==> src/include/i2c_params.svh <==
`ifndef I2C_PARAMS_SVH
`define I2C_PARAMS_SVH

// quarter-bit prescale value
`define I2C_PRESCALE_W 16

// filter sample-rate divider
`define I2C_DFSR_W 16

// samples in the majority vote
`define I2C_FILT_DEPTH 3

`endif

==> src/source/i2c_pkg.sv <==
package i2c_pkg;

    // host side commands
    typedef enum logic [1:0] {
        BYTE_START = 2'd0,
        BYTE_WRITE = 2'd1,
        BYTE_READ  = 2'd2,
        BYTE_STOP  = 2'd3
    } byte_cmd_e;

    // one bus bit, four quarter phases each
    typedef enum logic [2:0] {
        BIT_IDLE  = 3'd0,
        BIT_START = 3'd1,
        BIT_STOP  = 3'd2,
        BIT_WRITE = 3'd3,
        BIT_READ  = 3'd4
    } bit_cmd_e;

endpackage

==> src/source/i2c_bit_ctl.sv <==
`include "i2c_params.svh"

module i2c_bit_ctl (
    input  logic                       sysclk,
    input  logic                       nReset,
    input  logic                       enable_i,
    input  logic [`I2C_PRESCALE_W-1:0] prescale_i,
    input  i2c_pkg::bit_cmd_e          cmd_i,
    input  logic                       din_i,
    input  logic                       scl_f_i,
    input  logic                       sda_f_i,
    input  logic                       al_i,
    output logic                       done_o,
    output logic                       dout_o,
    output logic                       scl_oen_o,
    output logic                       sda_oen_o,
    output logic                       scl_o,
    output logic                       sda_o,
    output logic                       sda_chk_o
);
    i2c_pkg::bit_cmd_e          cmd_q;
    i2c_pkg::bit_cmd_e          cmd_sel;
    logic [1:0]                 phase_q;
    logic [1:0]                 ph_nxt;
    logic [`I2C_PRESCALE_W-1:0] cnt_q;
    logic                       din_q;
    logic                       din_sel;
    logic                       al_q;
    logic                       al_rise;
    logic                       idle;
    logic                       stretch;
    logic [1:0]                 next_lines;

    assign scl_o = 1'b0;    // open drain, only oen toggles
    assign sda_o = 1'b0;

    assign idle      = (cmd_q == i2c_pkg::BIT_IDLE);
    assign al_rise   = al_i & ~al_q;
    assign stretch   = (phase_q == 2'd1) && !scl_f_i;   // slave holds SCL low
    assign sda_chk_o = (cmd_q == i2c_pkg::BIT_WRITE);

    assign cmd_sel = idle ? cmd_i : cmd_q;
    assign din_sel = idle ? din_i : din_q;
    assign ph_nxt  = idle ? 2'd0 : phase_q + 2'd1;

    // {scl_oen, sda_oen} of the phase being entered
    always_comb
    begin
        case (cmd_sel)
            i2c_pkg::BIT_START:
            begin
                next_lines = {ph_nxt != 2'd3, ph_nxt < 2'd2};
            end
            i2c_pkg::BIT_STOP:
            begin
                next_lines = {ph_nxt != 2'd0, ph_nxt == 2'd3};
            end
            i2c_pkg::BIT_WRITE:
            begin
                next_lines = {ph_nxt[1] ^ ph_nxt[0], din_sel};
            end
            i2c_pkg::BIT_READ:
            begin
                next_lines = {ph_nxt[1] ^ ph_nxt[0], 1'b1};
            end
            default:
            begin
                next_lines = 2'b11;
            end
        endcase
    end

    always_ff @(posedge sysclk or negedge nReset)
    begin
        if (!nReset)
        begin
            cmd_q     <= i2c_pkg::BIT_IDLE;
            phase_q   <= 2'd0;
            cnt_q     <= '0;
            din_q     <= 1'b1;
            al_q      <= 1'b0;
            done_o    <= 1'b0;
            dout_o    <= 1'b1;
            scl_oen_o <= 1'b1;
            sda_oen_o <= 1'b1;
        end
        else if (!enable_i)
        begin
            cmd_q     <= i2c_pkg::BIT_IDLE;
            phase_q   <= 2'd0;
            cnt_q     <= '0;
            din_q     <= 1'b1;
            al_q      <= 1'b0;
            done_o    <= 1'b0;
            dout_o    <= 1'b1;
            scl_oen_o <= 1'b1;
            sda_oen_o <= 1'b1;
        end
        else
        begin
            al_q   <= al_i;
            done_o <= 1'b0;
            if (al_rise && !idle)
            begin
                cmd_q     <= i2c_pkg::BIT_IDLE;   // lost the bus, let go
                scl_oen_o <= 1'b1;
                sda_oen_o <= 1'b1;
                done_o    <= 1'b1;
            end
            else if (idle)
            begin
                if (cmd_i != i2c_pkg::BIT_IDLE)
                begin
                    cmd_q                  <= cmd_i;
                    din_q                  <= din_i;
                    phase_q                <= 2'd0;
                    cnt_q                  <= prescale_i;
                    {scl_oen_o, sda_oen_o} <= next_lines;
                end
            end
            else if (stretch)
                cnt_q <= prescale_i;
            else if (cnt_q != '0)
                cnt_q <= cnt_q - 1'b1;
            else
            begin
                if (phase_q == 2'd1)
                    dout_o <= sda_f_i;    // mid SCL high
                if (phase_q == 2'd3)
                begin
                    cmd_q  <= i2c_pkg::BIT_IDLE;
                    done_o <= 1'b1;
                end
                else
                begin
                    phase_q                <= ph_nxt;
                    cnt_q                  <= prescale_i;
                    {scl_oen_o, sda_oen_o} <= next_lines;
                end
            end
        end
    end

endmodule

==> src/source/i2c_bus_monitor.sv <==
`include "i2c_params.svh"

module i2c_bus_monitor (
    input  logic                   sysclk,
    input  logic                   nReset,
    input  logic                   enable_i,
    input  logic [`I2C_DFSR_W-1:0] dfsr_i,
    input  logic                   scl_i,
    input  logic                   sda_i,
    input  logic                   sda_drive_i,
    input  logic                   sda_chk_i,
    output logic                   scl_f_o,
    output logic                   sda_f_o,
    output logic                   busy_o,
    output logic                   al_o
);
    logic [1:0]                 scl_sync;
    logic [1:0]                 sda_sync;
    logic [`I2C_DFSR_W-1:0]     smp_cnt;
    logic [`I2C_FILT_DEPTH-1:0] scl_sr;
    logic [`I2C_FILT_DEPTH-1:0] sda_sr;
    logic                       scl_d;
    logic                       sda_d;
    logic                       drive_d;
    logic                       own_rel;
    logic                       smp_en;
    logic                       scl_high;
    logic                       start_det;
    logic                       stop_det;

    assign smp_en    = (smp_cnt == '0);
    assign scl_high  = scl_f_o & scl_d;
    assign start_det = scl_high & sda_d & ~sda_f_o;
    assign stop_det  = scl_high & ~sda_d & sda_f_o;

    always_ff @(posedge sysclk or negedge nReset)
    begin
        if (!nReset)
        begin
            scl_sync <= '1;
            sda_sync <= '1;
            smp_cnt  <= '0;
            scl_sr   <= '1;
            sda_sr   <= '1;
            scl_f_o  <= 1'b1;
            sda_f_o  <= 1'b1;
            scl_d    <= 1'b1;
            sda_d    <= 1'b1;
        end
        else
        begin
            scl_sync <= {scl_sync[0], scl_i};
            sda_sync <= {sda_sync[0], sda_i};
            smp_cnt  <= smp_en ? dfsr_i : smp_cnt - 1'b1;
            if (smp_en)
            begin
                scl_sr <= {scl_sr[`I2C_FILT_DEPTH-2:0], scl_sync[1]};
                sda_sr <= {sda_sr[`I2C_FILT_DEPTH-2:0], sda_sync[1]};
            end
            scl_f_o <= ($countones(scl_sr) > (`I2C_FILT_DEPTH / 2)); // majority vote
            sda_f_o <= ($countones(sda_sr) > (`I2C_FILT_DEPTH / 2));
            scl_d   <= scl_f_o;
            sda_d   <= sda_f_o;
        end
    end

    always_ff @(posedge sysclk or negedge nReset)
    begin
        if (!nReset)
        begin
            busy_o  <= 1'b0;
            al_o    <= 1'b0;
            own_rel <= 1'b0;
            drive_d <= 1'b1;
        end
        else if (!enable_i)
        begin
            busy_o  <= 1'b0;
            al_o    <= 1'b0;
            own_rel <= 1'b0;
            drive_d <= 1'b1;
        end
        else
        begin
            drive_d <= sda_drive_i;
            // master let SDA go with SCL high, i.e. its own STOP
            if (sda_drive_i && !drive_d && scl_f_o)
                own_rel <= 1'b1;
            else if (!scl_f_o)
                own_rel <= 1'b0;
            if (start_det)
                busy_o <= 1'b1;
            else if (stop_det)
                busy_o <= 1'b0;
            if (start_det && !sda_drive_i)
                al_o <= 1'b0;   // our own START
            else if (busy_o && ((sda_chk_i && sda_drive_i && !sda_f_o && scl_high) ||
                                (stop_det && !own_rel)))
                al_o <= 1'b1;
        end
    end

endmodule

==> src/source/i2c_byte_ctl.sv <==
module i2c_byte_ctl (
    input  logic               sysclk,
    input  logic               nReset,
    input  logic               enable_i,
    input  logic               cmd_stb_i,
    input  i2c_pkg::byte_cmd_e cmd_i,
    input  logic [7:0]         data_i,
    input  logic               ack_i,
    input  logic               bit_done_i,
    input  logic               bit_dout_i,
    input  logic               al_i,
    output logic               cmd_ack_o,
    output logic [7:0]         data_o,
    output logic               rx_ack_o,
    output i2c_pkg::bit_cmd_e  bit_cmd_o,
    output logic               bit_din_o
);
    localparam logic [1:0] S_IDLE = 2'd0;
    localparam logic [1:0] S_ONE  = 2'd1;   // START or STOP
    localparam logic [1:0] S_DATA = 2'd2;
    localparam logic [1:0] S_ACK  = 2'd3;

    i2c_pkg::byte_cmd_e cmd_q;
    logic [1:0]         state_q;
    logic [2:0]         bit_cnt_q;
    logic [7:0]         shift_q;
    logic               ack_q;
    logic               al_q;
    logic               is_write;
    logic               accept;

    assign is_write = (cmd_q == i2c_pkg::BYTE_WRITE);
    assign accept   = cmd_stb_i && (state_q == S_IDLE);
    assign data_o   = shift_q;

    always_ff @(posedge sysclk)
    begin
        if (accept)
        begin
            cmd_q   <= cmd_i;
            shift_q <= data_i;
            ack_q   <= ack_i;
        end
        else if ((state_q == S_DATA) && bit_done_i)
            shift_q <= {shift_q[6:0], bit_dout_i};   // msb first
    end

    always_ff @(posedge sysclk or negedge nReset)
    begin
        if (!nReset)
        begin
            state_q   <= S_IDLE;
            bit_cnt_q <= 3'd7;
            al_q      <= 1'b0;
            cmd_ack_o <= 1'b0;
            rx_ack_o  <= 1'b1;
            bit_cmd_o <= i2c_pkg::BIT_IDLE;
            bit_din_o <= 1'b1;
        end
        else if (!enable_i)
        begin
            state_q   <= S_IDLE;
            bit_cnt_q <= 3'd7;
            al_q      <= 1'b0;
            cmd_ack_o <= 1'b0;
            rx_ack_o  <= 1'b1;
            bit_cmd_o <= i2c_pkg::BIT_IDLE;
            bit_din_o <= 1'b1;
        end
        else
        begin
            al_q      <= al_i;
            cmd_ack_o <= 1'b0;
            bit_cmd_o <= i2c_pkg::BIT_IDLE;
            if (al_i && !al_q && (state_q != S_IDLE))
            begin
                state_q   <= S_IDLE;    // abandon, bit ctl already let go
                cmd_ack_o <= 1'b1;
            end
            else
            begin
                case (state_q)
                    S_IDLE:
                    begin
                        if (cmd_stb_i)
                        begin
                            bit_cnt_q <= 3'd7;
                            bit_din_o <= data_i[7];
                            case (cmd_i)
                                i2c_pkg::BYTE_START:
                                begin
                                    bit_cmd_o <= i2c_pkg::BIT_START;
                                    state_q   <= S_ONE;
                                end
                                i2c_pkg::BYTE_STOP:
                                begin
                                    bit_cmd_o <= i2c_pkg::BIT_STOP;
                                    state_q   <= S_ONE;
                                end
                                i2c_pkg::BYTE_WRITE:
                                begin
                                    bit_cmd_o <= i2c_pkg::BIT_WRITE;
                                    state_q   <= S_DATA;
                                end
                                default:
                                begin
                                    bit_cmd_o <= i2c_pkg::BIT_READ;
                                    state_q   <= S_DATA;
                                end
                            endcase
                        end
                    end
                    S_ONE:
                    begin
                        if (bit_done_i)
                        begin
                            cmd_ack_o <= 1'b1;
                            state_q   <= S_IDLE;
                        end
                    end
                    S_DATA:
                    begin
                        if (bit_done_i && (bit_cnt_q != 3'd0))
                        begin
                            bit_cnt_q <= bit_cnt_q - 3'd1;
                            bit_cmd_o <= is_write ? i2c_pkg::BIT_WRITE : i2c_pkg::BIT_READ;
                            bit_din_o <= shift_q[6];
                        end
                        else if (bit_done_i)
                        begin
                            // ninth bit, roles swap on SDA
                            bit_cmd_o <= is_write ? i2c_pkg::BIT_READ : i2c_pkg::BIT_WRITE;
                            bit_din_o <= is_write ? 1'b1 : ack_q;
                            state_q   <= S_ACK;
                        end
                    end
                    default:
                    begin
                        if (bit_done_i)
                        begin
                            if (is_write)
                                rx_ack_o <= bit_dout_i;
                            cmd_ack_o <= 1'b1;
                            state_q   <= S_IDLE;
                        end
                    end
                endcase
            end
        end
    end

endmodule

==> src/source/i2c_master_top.sv <==
`include "i2c_params.svh"

module i2c_master_top (
    input  logic                       sysclk,
    input  logic                       nReset,
    input  logic                       enable_i,
    input  logic [`I2C_PRESCALE_W-1:0] prescale_i,
    input  logic [`I2C_DFSR_W-1:0]     dfsr_i,
    input  logic                       cmd_stb_i,
    input  i2c_pkg::byte_cmd_e         cmd_i,
    input  logic [7:0]                 data_i,
    input  logic                       ack_i,
    output logic                       cmd_ack_o,
    output logic [7:0]                 data_o,
    output logic                       rx_ack_o,
    output logic                       al_o,
    output logic                       busy_o,
    input  logic                       scl_i,
    output logic                       scl_o,
    output logic                       scl_oen_o,
    input  logic                       sda_i,
    output logic                       sda_o,
    output logic                       sda_oen_o
);
    i2c_pkg::bit_cmd_e bit_cmd;
    logic              bit_din;
    logic              bit_done;
    logic              bit_dout;
    logic              scl_f;
    logic              sda_f;
    logic              sda_chk;

    i2c_byte_ctl u_byte_ctl (
        .sysclk     (sysclk),
        .nReset     (nReset),
        .enable_i   (enable_i),
        .cmd_stb_i  (cmd_stb_i),
        .cmd_i      (cmd_i),
        .data_i     (data_i),
        .ack_i      (ack_i),
        .bit_done_i (bit_done),
        .bit_dout_i (bit_dout),
        .al_i       (al_o),
        .cmd_ack_o  (cmd_ack_o),
        .data_o     (data_o),
        .rx_ack_o   (rx_ack_o),
        .bit_cmd_o  (bit_cmd),
        .bit_din_o  (bit_din)
    );

    i2c_bit_ctl u_bit_ctl (
        .sysclk     (sysclk),
        .nReset     (nReset),
        .enable_i   (enable_i),
        .prescale_i (prescale_i),
        .cmd_i      (bit_cmd),
        .din_i      (bit_din),
        .scl_f_i    (scl_f),
        .sda_f_i    (sda_f),
        .al_i       (al_o),
        .done_o     (bit_done),
        .dout_o     (bit_dout),
        .scl_oen_o  (scl_oen_o),
        .sda_oen_o  (sda_oen_o),
        .scl_o      (scl_o),
        .sda_o      (sda_o),
        .sda_chk_o  (sda_chk)
    );

    i2c_bus_monitor u_bus_monitor (
        .sysclk      (sysclk),
        .nReset      (nReset),
        .enable_i    (enable_i),
        .dfsr_i      (dfsr_i),
        .scl_i       (scl_i),
        .sda_i       (sda_i),
        .sda_drive_i (sda_oen_o),   // 1 while master releases SDA
        .sda_chk_i   (sda_chk),
        .scl_f_o     (scl_f),
        .sda_f_o     (sda_f),
        .busy_o      (busy_o),
        .al_o        (al_o)
    );

endmodule

==> config.mk <==
export PLATFORM = sky130hd
export DESIGN_NAME = i2c_master_top
export DESIGN_NICKNAME = d
export VERILOG_FILES = /design/src/source/i2c_pkg.sv /design/src/source/i2c_bit_ctl.sv /design/src/source/i2c_bus_monitor.sv /design/src/source/i2c_byte_ctl.sv /design/src/source/i2c_master_top.sv
export VERILOG_INCLUDE_DIRS = /design/src /design/src/include
export SDC_FILE = /design/constraint.sdc
export NUM_CORES = 1
export LEC_CHECK = 0
export BUFFER_PORTS_ARGS = -buffer_cell sky130_fd_sc_hd__clkbuf_2
export CAP_MARGIN = 20
export CORE_MARGIN = 8
export CORE_UTILIZATION = 60
export DETAILED_ROUTE_END_ITERATION = 10
export GPL_TIMING_DRIVEN = 0
export PLACE_DENSITY = 0.83
export SYNTH_ARGS = -nofsm -noshare
export SYNTH_HDL_FRONTEND = slang
export SYNTH_SLANG_ARGS = --single-unit
==> constraint.sdc <==
create_clock -name sysclk -period 5.7 [get_ports sysclk]
set_input_delay 0.855 -clock sysclk [delete_from_list [all_inputs] [get_ports sysclk]]
set_output_delay 0.855 -clock sysclk [all_outputs]
set_load 0.02 [all_outputs]
==> flow_summary.toml, run 1 <==
[run_status]
status = "finished, final reports clean"

[pwr]
p_sw_share_pct = 34.8
leakagePower_uw = 0.00229
switching_power_uw = 599
worst_ir_drop_vdd_mv = 0.198
p_total_uw = 1720
power_density_nw_per_um2 = 330
power_frac_clock_pct = 24.3
p_seq_share_pct = 46.5
p_comb_share_pct = 29.2
p_int_uw = 1120

[critical_path]
cp_slowest_cell = "nor3_1"
crit_start = "u_bit_ctl.cmd_q[0]"
start_kind = "flop"
r2r_cells = 9
crit_buf_inv = 1
r2r-start = "u_bit_ctl.cmd_q[0]"
cp-end-kind = "flop"
worstSetupPathDepth = 9
cp.arrival_ns = 2.85
cp_max_fo = 10
crit_chain = "clkbuf_1 > nor3_1 > nor2_1 > ha_1 > mux2_2 > a221oi_1 > and3_1 > o21ai_0 > mux2_2"
critPathRequiredTime_ns = 5.98
critical-path-top-delay-family = "simple AND/OR/NAND/NOR gates"
critPathKind = "flop to flop"
crit_path_max_incr_delay_ns = 0.44
cp_common_cell = "mux2_2"

[clock_tree]
numCtsBuffers = 9
tritoncts_num_sinks = 83
clk_pin_slew_ns = 0.08
postCtsSetupRepairBufs = 0
cts_tree = "done"
htreeDepth = 3
hold_buffers = 0
clk_latency_ns = 0.35
root_buffer = "clkbuf_8"
cts_resized = 0
cts_buffer_depth = 2

[timing]
fin_crit_sh_pct = 45.1
setup_viol = 0
rsz0062_at_grt = "no"
holdWs_ns = 0.361
max_freq_mhz = 389
worst_slew_pin_slew_ns = 0.805
slew_headroom_pct = 46.3
finalHoldViolations = 0
final.setup.tns_ns = 0
fin_crit_ns = 2.57
finClkSkew_ns = 0.00943
final_max_slew_viol_count = 0
timing.final.ws_setup_ns = 3.13

[synthesis]
ys.flop_type = "dfrtp_1"
ys_seq_area_share_pct = 47.4
netlist_area_um2 = 4560
synth_edf_count = 11
async_flop_share_pct = 86.7
yosys.area.top_type = "dfrtp_1"
postSynthCellCount = 488
synthTopCellsByArea = "dfrtp_1 (26%), dfstp_2 (14%), edfxtp_1 (7.2%)"
ys_ff_latch = 83
ys_types = 65
synth_top_area_share_pct = 26.3
yosysWarnings = 0
synth.avg_cell_area_um2 = 9.35

[floorplanning]
io_pins = 65
dieArea_um2 = 10600
start_util_pct = 62.6
dieHeight_um = 103
coreArea_um2 = 7290
rows = 31
die_x_um = 103

[route]
wl_per_cell_um = 14.8
top_layer_used = "met4"
dr_wl_met3_um = 595
viasPerCell = 5.80
routed-wl-met2_um = 4850
via_count = 3870
drt_iter0_drc = 180
met1_length_um = 4290
drcViolationCount = 0
totalWireLength_um = 9890
ant_nets = 0
dr.pass1.iters = 6

[grt]
grt_pass1_wl_um = 16600
grt_pass1_vias = 3839
antenna_found_initial = 0
track_usage_pct = 19.5
grt_overflow = 0
grt_start_max_net_pins = 59

[min_path]
hold_path_class = "flop to flop"
worstHoldStart = "u_bus_monitor.scl_sync[0]"
holdPathStages = 0

[place]
routabilityCongestion = 0.936
port_buffers = 62
pre_cts_ws_ns = 3.20
dp_hpwl_um = 7310

[final_layout]
area_delta_synth_final_pct = 14.5
final_util_pct = 71.6
antenna_cells = 0
nFillCells = 551
nets = 627
drive_gt1_share_pct = 26.9

[flow_run]
cap_violations = 0
==> path summary, 6_finish.rpt <==
path	endpoint	slack, ns
setup / recovery	u_bit_ctl.sda_oen_o	3.13
hold / removal	u_bus_monitor.scl_sync[1]	0.36
setup reg to reg	u_bit_ctl.sda_oen_o	3.13
hold reg to reg	u_bus_monitor.scl_sync[1]	0.36
max in group asynchronous	u_bus_monitor.drive_d	4.71
min in group asynchronous	u_bit_ctl.cnt_q[3]	0.38
==> cell usage after synthesis (all sizes together), types with 4 or more instances <==
cell type	n
xnor2	5
dfrtp	48
nor4	15
clkbuf	9
nand2	54
nand3	9
inv	19
buf	13
nor3b	4
or3	6
o21ai	52
nor2	65
nor2b	5
dfstp	24
nand2b	9
mux2	13
ha	15
xor2	4
nor3	14
mux2i	5
edfxtp	11
a21oi	42
==> cells in the final DEF, fill, tap and decap left out, drive strengths merged, types with 11 or more instances in the layout <==
cell,netlist,routed
dfrtp,48,48
nor2,65,65
o21ai,52,52
inv,19,20
clkbuf,9,81
ha,15,15
nor3,14,14
edfxtp,11,11
dfstp,24,24
nor4,15,15
a21oi,42,42
buf,13,14
nand2,54,54
mux2,13,13
==> power groups by stage <==
stage	clock network [uW]	logic, uW	registers (uW)
after floorplan	0	352	817
after global placement	0	483	806
after detailed placement	0	499	812
after CTS	429	503	801
after global routing	451	558	816
final	419	503	802
==> registers in the layout (all words and copies together) (netlist names), 2 cells and up <==
register and count:
u_bit_ctl.cnt_q 16, u_bus_monitor.smp_cnt 16, u_byte_ctl.data_o 8, u_bit_ctl.cmd_q 3, u_bus_monitor.scl_sr 3, u_bus_monitor.sda_sr 3
u_byte_ctl.bit_cmd_o 3, u_byte_ctl.bit_cnt_q 3, u_bit_ctl.phase_q 2, u_bus_monitor.scl_sync 2, u_bus_monitor.sda_sync 2, u_byte_ctl.cmd_q 2
u_byte_ctl.state_q 2
==> layer usage <==
| metal | GRT usage [%] | up-vias |
|---|---|---|
| met2 | 32.9 | 125 |
| li1 | - | 1881 |
| met5 | 0 | - |
| met3 | 4.62 | 15 |
| met4 | 6.90 | 0 |
| met1 | 23.7 | 1849 |
==> area by class of cell <==
cell class              count  area (um2)  share of cell area, %
well taps                  99         124                   2.37
multi-input cells         365        2210                   42.4
clock inverters             6        66.3                   1.27
flip-flops and latches     83        2160                   41.4
plain buffers              22         118                   2.25
repair buffers             63         340                   6.51
clock buffers              10         128                   2.44
inverters                  19        71.3                   1.37
==> logic make-up (layout without fill, tap and decap cells) <==
| group | Yosys count | after routing | synth area share, % |
|---|---|---|---|
| mux | 18 | 18 | 4.31 |
| buf+inv | 41 | 120 | 4.14 |
| flops | 83 | 83 | 47.4 |
| xor+xnor | 9 | 9 | 1.73 |
| simple gates | 200 | 200 | 22.4 |
| compound gates | 121 | 121 | 15.8 |
| other cells | 1 | 2 | 0.0822 |
| fa+ha+maj | 15 | 15 | 4.11 |
==> per-stage QoR <==
| step | std cells | area (um2) |
|---|---|---|
| 4_1_cts | 667 | 5220 |
| 3_5_place_dp | 651 | 5030 |
| 3_3_place_gp | 650 | 5000 |
| 2_1_floorplan | 489 | 4570 |
| 5_1_grt | 667 | 5220 |
| 6_report | 667 | 5220 |
No activity file was read; power rests on OpenSTA's default activity.
==> run 2: changes to the inputs <==
--- a/config.mk
+++ b/config.mk
@@ -9,10 +9,10 @@
 export BUFFER_PORTS_ARGS = -buffer_cell sky130_fd_sc_hd__clkbuf_2
 export CAP_MARGIN = 20
 export CORE_MARGIN = 8
-export CORE_UTILIZATION = 60
+export CORE_UTILIZATION = 58
 export DETAILED_ROUTE_END_ITERATION = 10
 export GPL_TIMING_DRIVEN = 0
-export PLACE_DENSITY = 0.83
+export PLACE_DENSITY = 0.81
 export SYNTH_ARGS = -nofsm -noshare
 export SYNTH_HDL_FRONTEND = slang
 export SYNTH_SLANG_ARGS = --single-unit
==> constraint.sdc (replaced) <==
create_clock -name sysclk -period 2.55 [get_ports sysclk]
set_input_delay 0.3825 -clock sysclk [delete_from_list [all_inputs] [get_ports sysclk]]
set_output_delay 0.3825 -clock sysclk [all_outputs]
set_load 0.02 [all_outputs]
==> flow_summary.toml, run 2 (synthesis results as in run 1) <==
[floorplanning]
die_x_um = 105
rows = 32
coreArea_um2 = 7690
dieHeight_um = 105
io_pins = 65
start_util_pct = 59.3
dieArea_um2 = 11000

[place]
placed_area_um2 = 5030
dp_hpwl_um = 7490
placed_cells = 654
port_buffers = 62
routabilityCongestion = 0.931
pre_cts_ws_ns = 0.0920

[clock_tree]
clk_pin_slew_ns = 0.08
tritoncts_num_sinks = 83
htreeDepth = 3
root_buffer = "clkbuf_8"
numCtsBuffers = 9
cts_tree = "done"
cts_buffer_depth = 2
clk_latency_ns = 0.34

[timing]
worst_slew_pin_slew_ns = 0.861
fin_crit_sh_pct = 92.4
finalHoldViolations = 0
slew_headroom_pct = 42.6
max_freq_mhz = 425
timing.final.ws_setup_ns = 0.194
final_max_slew_viol_count = 0
finClkSkew_ns = 0.0105
final.setup.tns_ns = 0
setup_viol = 0
fin_crit_ns = 2.36

[critical_path]
cp_slowest_cell = "o31ai_1"
crit_buf_inv = 2
worstSetupPathDepth = 8
critPathRequiredTime_ns = 2.76
cp-end-kind = "flop"
critPathKind = "flop to flop"
r2r_cells = 8
critical-path-top-delay-family = "compound AO/OA/AOI/OAI gates"
cp.arrival_ns = 2.56
start_kind = "flop"
cp_max_fo = 10
crit_chain = "buf_2 > o31ai_1 > nor2_1 > o21ai_1 > buf_2 > nor2_1 > o21ai_0 > o21ai_0"
crit_path_max_incr_delay_ns = 0.63

[final_layout]
nets = 629
drive_gt1_share_pct = 27.4
final_common_cell = "clkbuf_2"
final_cell_mix = "clkbuf_2 (62), nor2_1 (56), nand2_1 (54), dfrtp_1 (48)"
fin_area_um2 = 5280
antenna_cells = 0
fin_cells = 672
area_delta_synth_final_pct = 15.8

[grt]
antenna_found_initial = 0
grt_pass1_wl_um = 17900
grt_pass1_vias = 3890
grt_start_max_net_pins = 47
grt_overflow = 0
track_usage_pct = 19.3

[pwr]
power_density_nw_per_um2 = 748
leakagePower_uw = 0.00231
p_int_uw = 2620
p_comb_share_pct = 29.0
p_sw_share_pct = 33.7
switching_power_uw = 1330
p_seq_share_pct = 45.4
worst_ir_drop_vdd_mv = 0.483
power_frac_clock_pct = 25.6

[run_status]
status = "finished, final reports clean"

[min_path]
holdPathStages = 1
hold_path_class = "primary input to flop"

[route]
drt_iter0_drc = 212
dr.pass1.iters = 5
via_count = 3833
ant_nets = 0
drcViolationCount = 0
viasPerCell = 5.70
totalWireLength_um = 10200
wl_per_cell_um = 15.2

[flow_run]
cap_violations = 0
## run 2: changes by cell type in the layout (fill, tap and decap cells not counted)
cell	delta
buf_4	+2
a31oi_1	-1
a31oi_2	+1
bufinv_16	+1
clkbuf_1	-1
clkbuf_2	+1
clkinv_1	+1
clkinv_4	-1
clkinvlp_4	-1
dlygate4sd3_1	+1
inv_4	-1
nor3_1	-1
nor3_4	+1
## run 2: final cells by class
cell class	instances	area, um2
Multi-Input combinational cell	365	2230
Clock inverter	5	77.6
Clock buffer	11	131
Tap cell	102	128
Timing Repair Buffer	66	365
Buffer	21	115
Inverter	19	71.3
Fill cell	599	2400
Sequential cell	83	2160
## run 2: through the flow
step	hold WS, ns	power, uW	utilization, %
after global placement	0.345	2880	65.1
after floorplan	0.0869	2610	-
after global routing	0.0986	4200	68.7
after CTS	0.100	3960	68.3
after detailed placement	0.351	2940	65.5
final	0.120	3950	68.7
## run 2: path summary, 6_finish.rpt
kind | slack [ns] | startpoint | endpoint
worst min-delay path | 0.12 | sda_i | u_bus_monitor.sda_sync[0]
worst max-delay path | 0.19 | u_bit_ctl.cmd_q[2] | u_bit_ctl.cnt_q[7]
worst min register to register | 0.36 | u_bus_monitor.scl_sync[0] | u_bus_monitor.scl_sync[1]
worst max register to register | 0.19 | u_bit_ctl.cmd_q[2] | u_bit_ctl.cnt_q[7]
max in group asynchronous | 1.39 | nReset | u_bus_monitor.scl_sr[2]
min in group asynchronous | 0.53 | nReset | u_bit_ctl.cnt_q[2]
## run 2: repair_timing
item / in CTS / in global routing
setup buffers: 0 / 2
resized for setup: 0 / 5
endpoints found under the hold margin: 18 / 0
hold buffers: 1 / 0
endpoints found under the setup margin: 0 / 12
## run 2: layer usage
| layer | vias to the layer above | wire length (um) | GRT usage [%] |
|---|---|---|---|
| met4 | 0 | 169 | 8.36 |
| li1 | 1885 | - | - |
| met3 | 15 | 592 | 3.93 |
| met2 | 124 | 4910 | 31.6 |
| met5 | - | 0 | 0 |
| met1 | 1809 | 4550 | 24.2 |
## run 2: power groups by stage
stage	Sequential (uW)	Combinational [uW]	Clock, uW
2_1_floorplan	1830	787	0
3_3_place_gp	1800	1080	0
3_5_place_dp	1820	1130	0
4_1_cts	1790	1130	1040
5_1_grt	1830	1280	1090
6_report	1800	1140	1010
## run 2: worst register-to-register path, stage by stage (launching register included)
cell and delay [ns]:
dfrtp_1 0.36, buf_2 0.19, o31ai_1 0.64, nor2_1 0.13
o21ai_1 0.27, buf_2 0.32, nor2_1 0.08, o21ai_0 0.15
o21ai_0 0.11
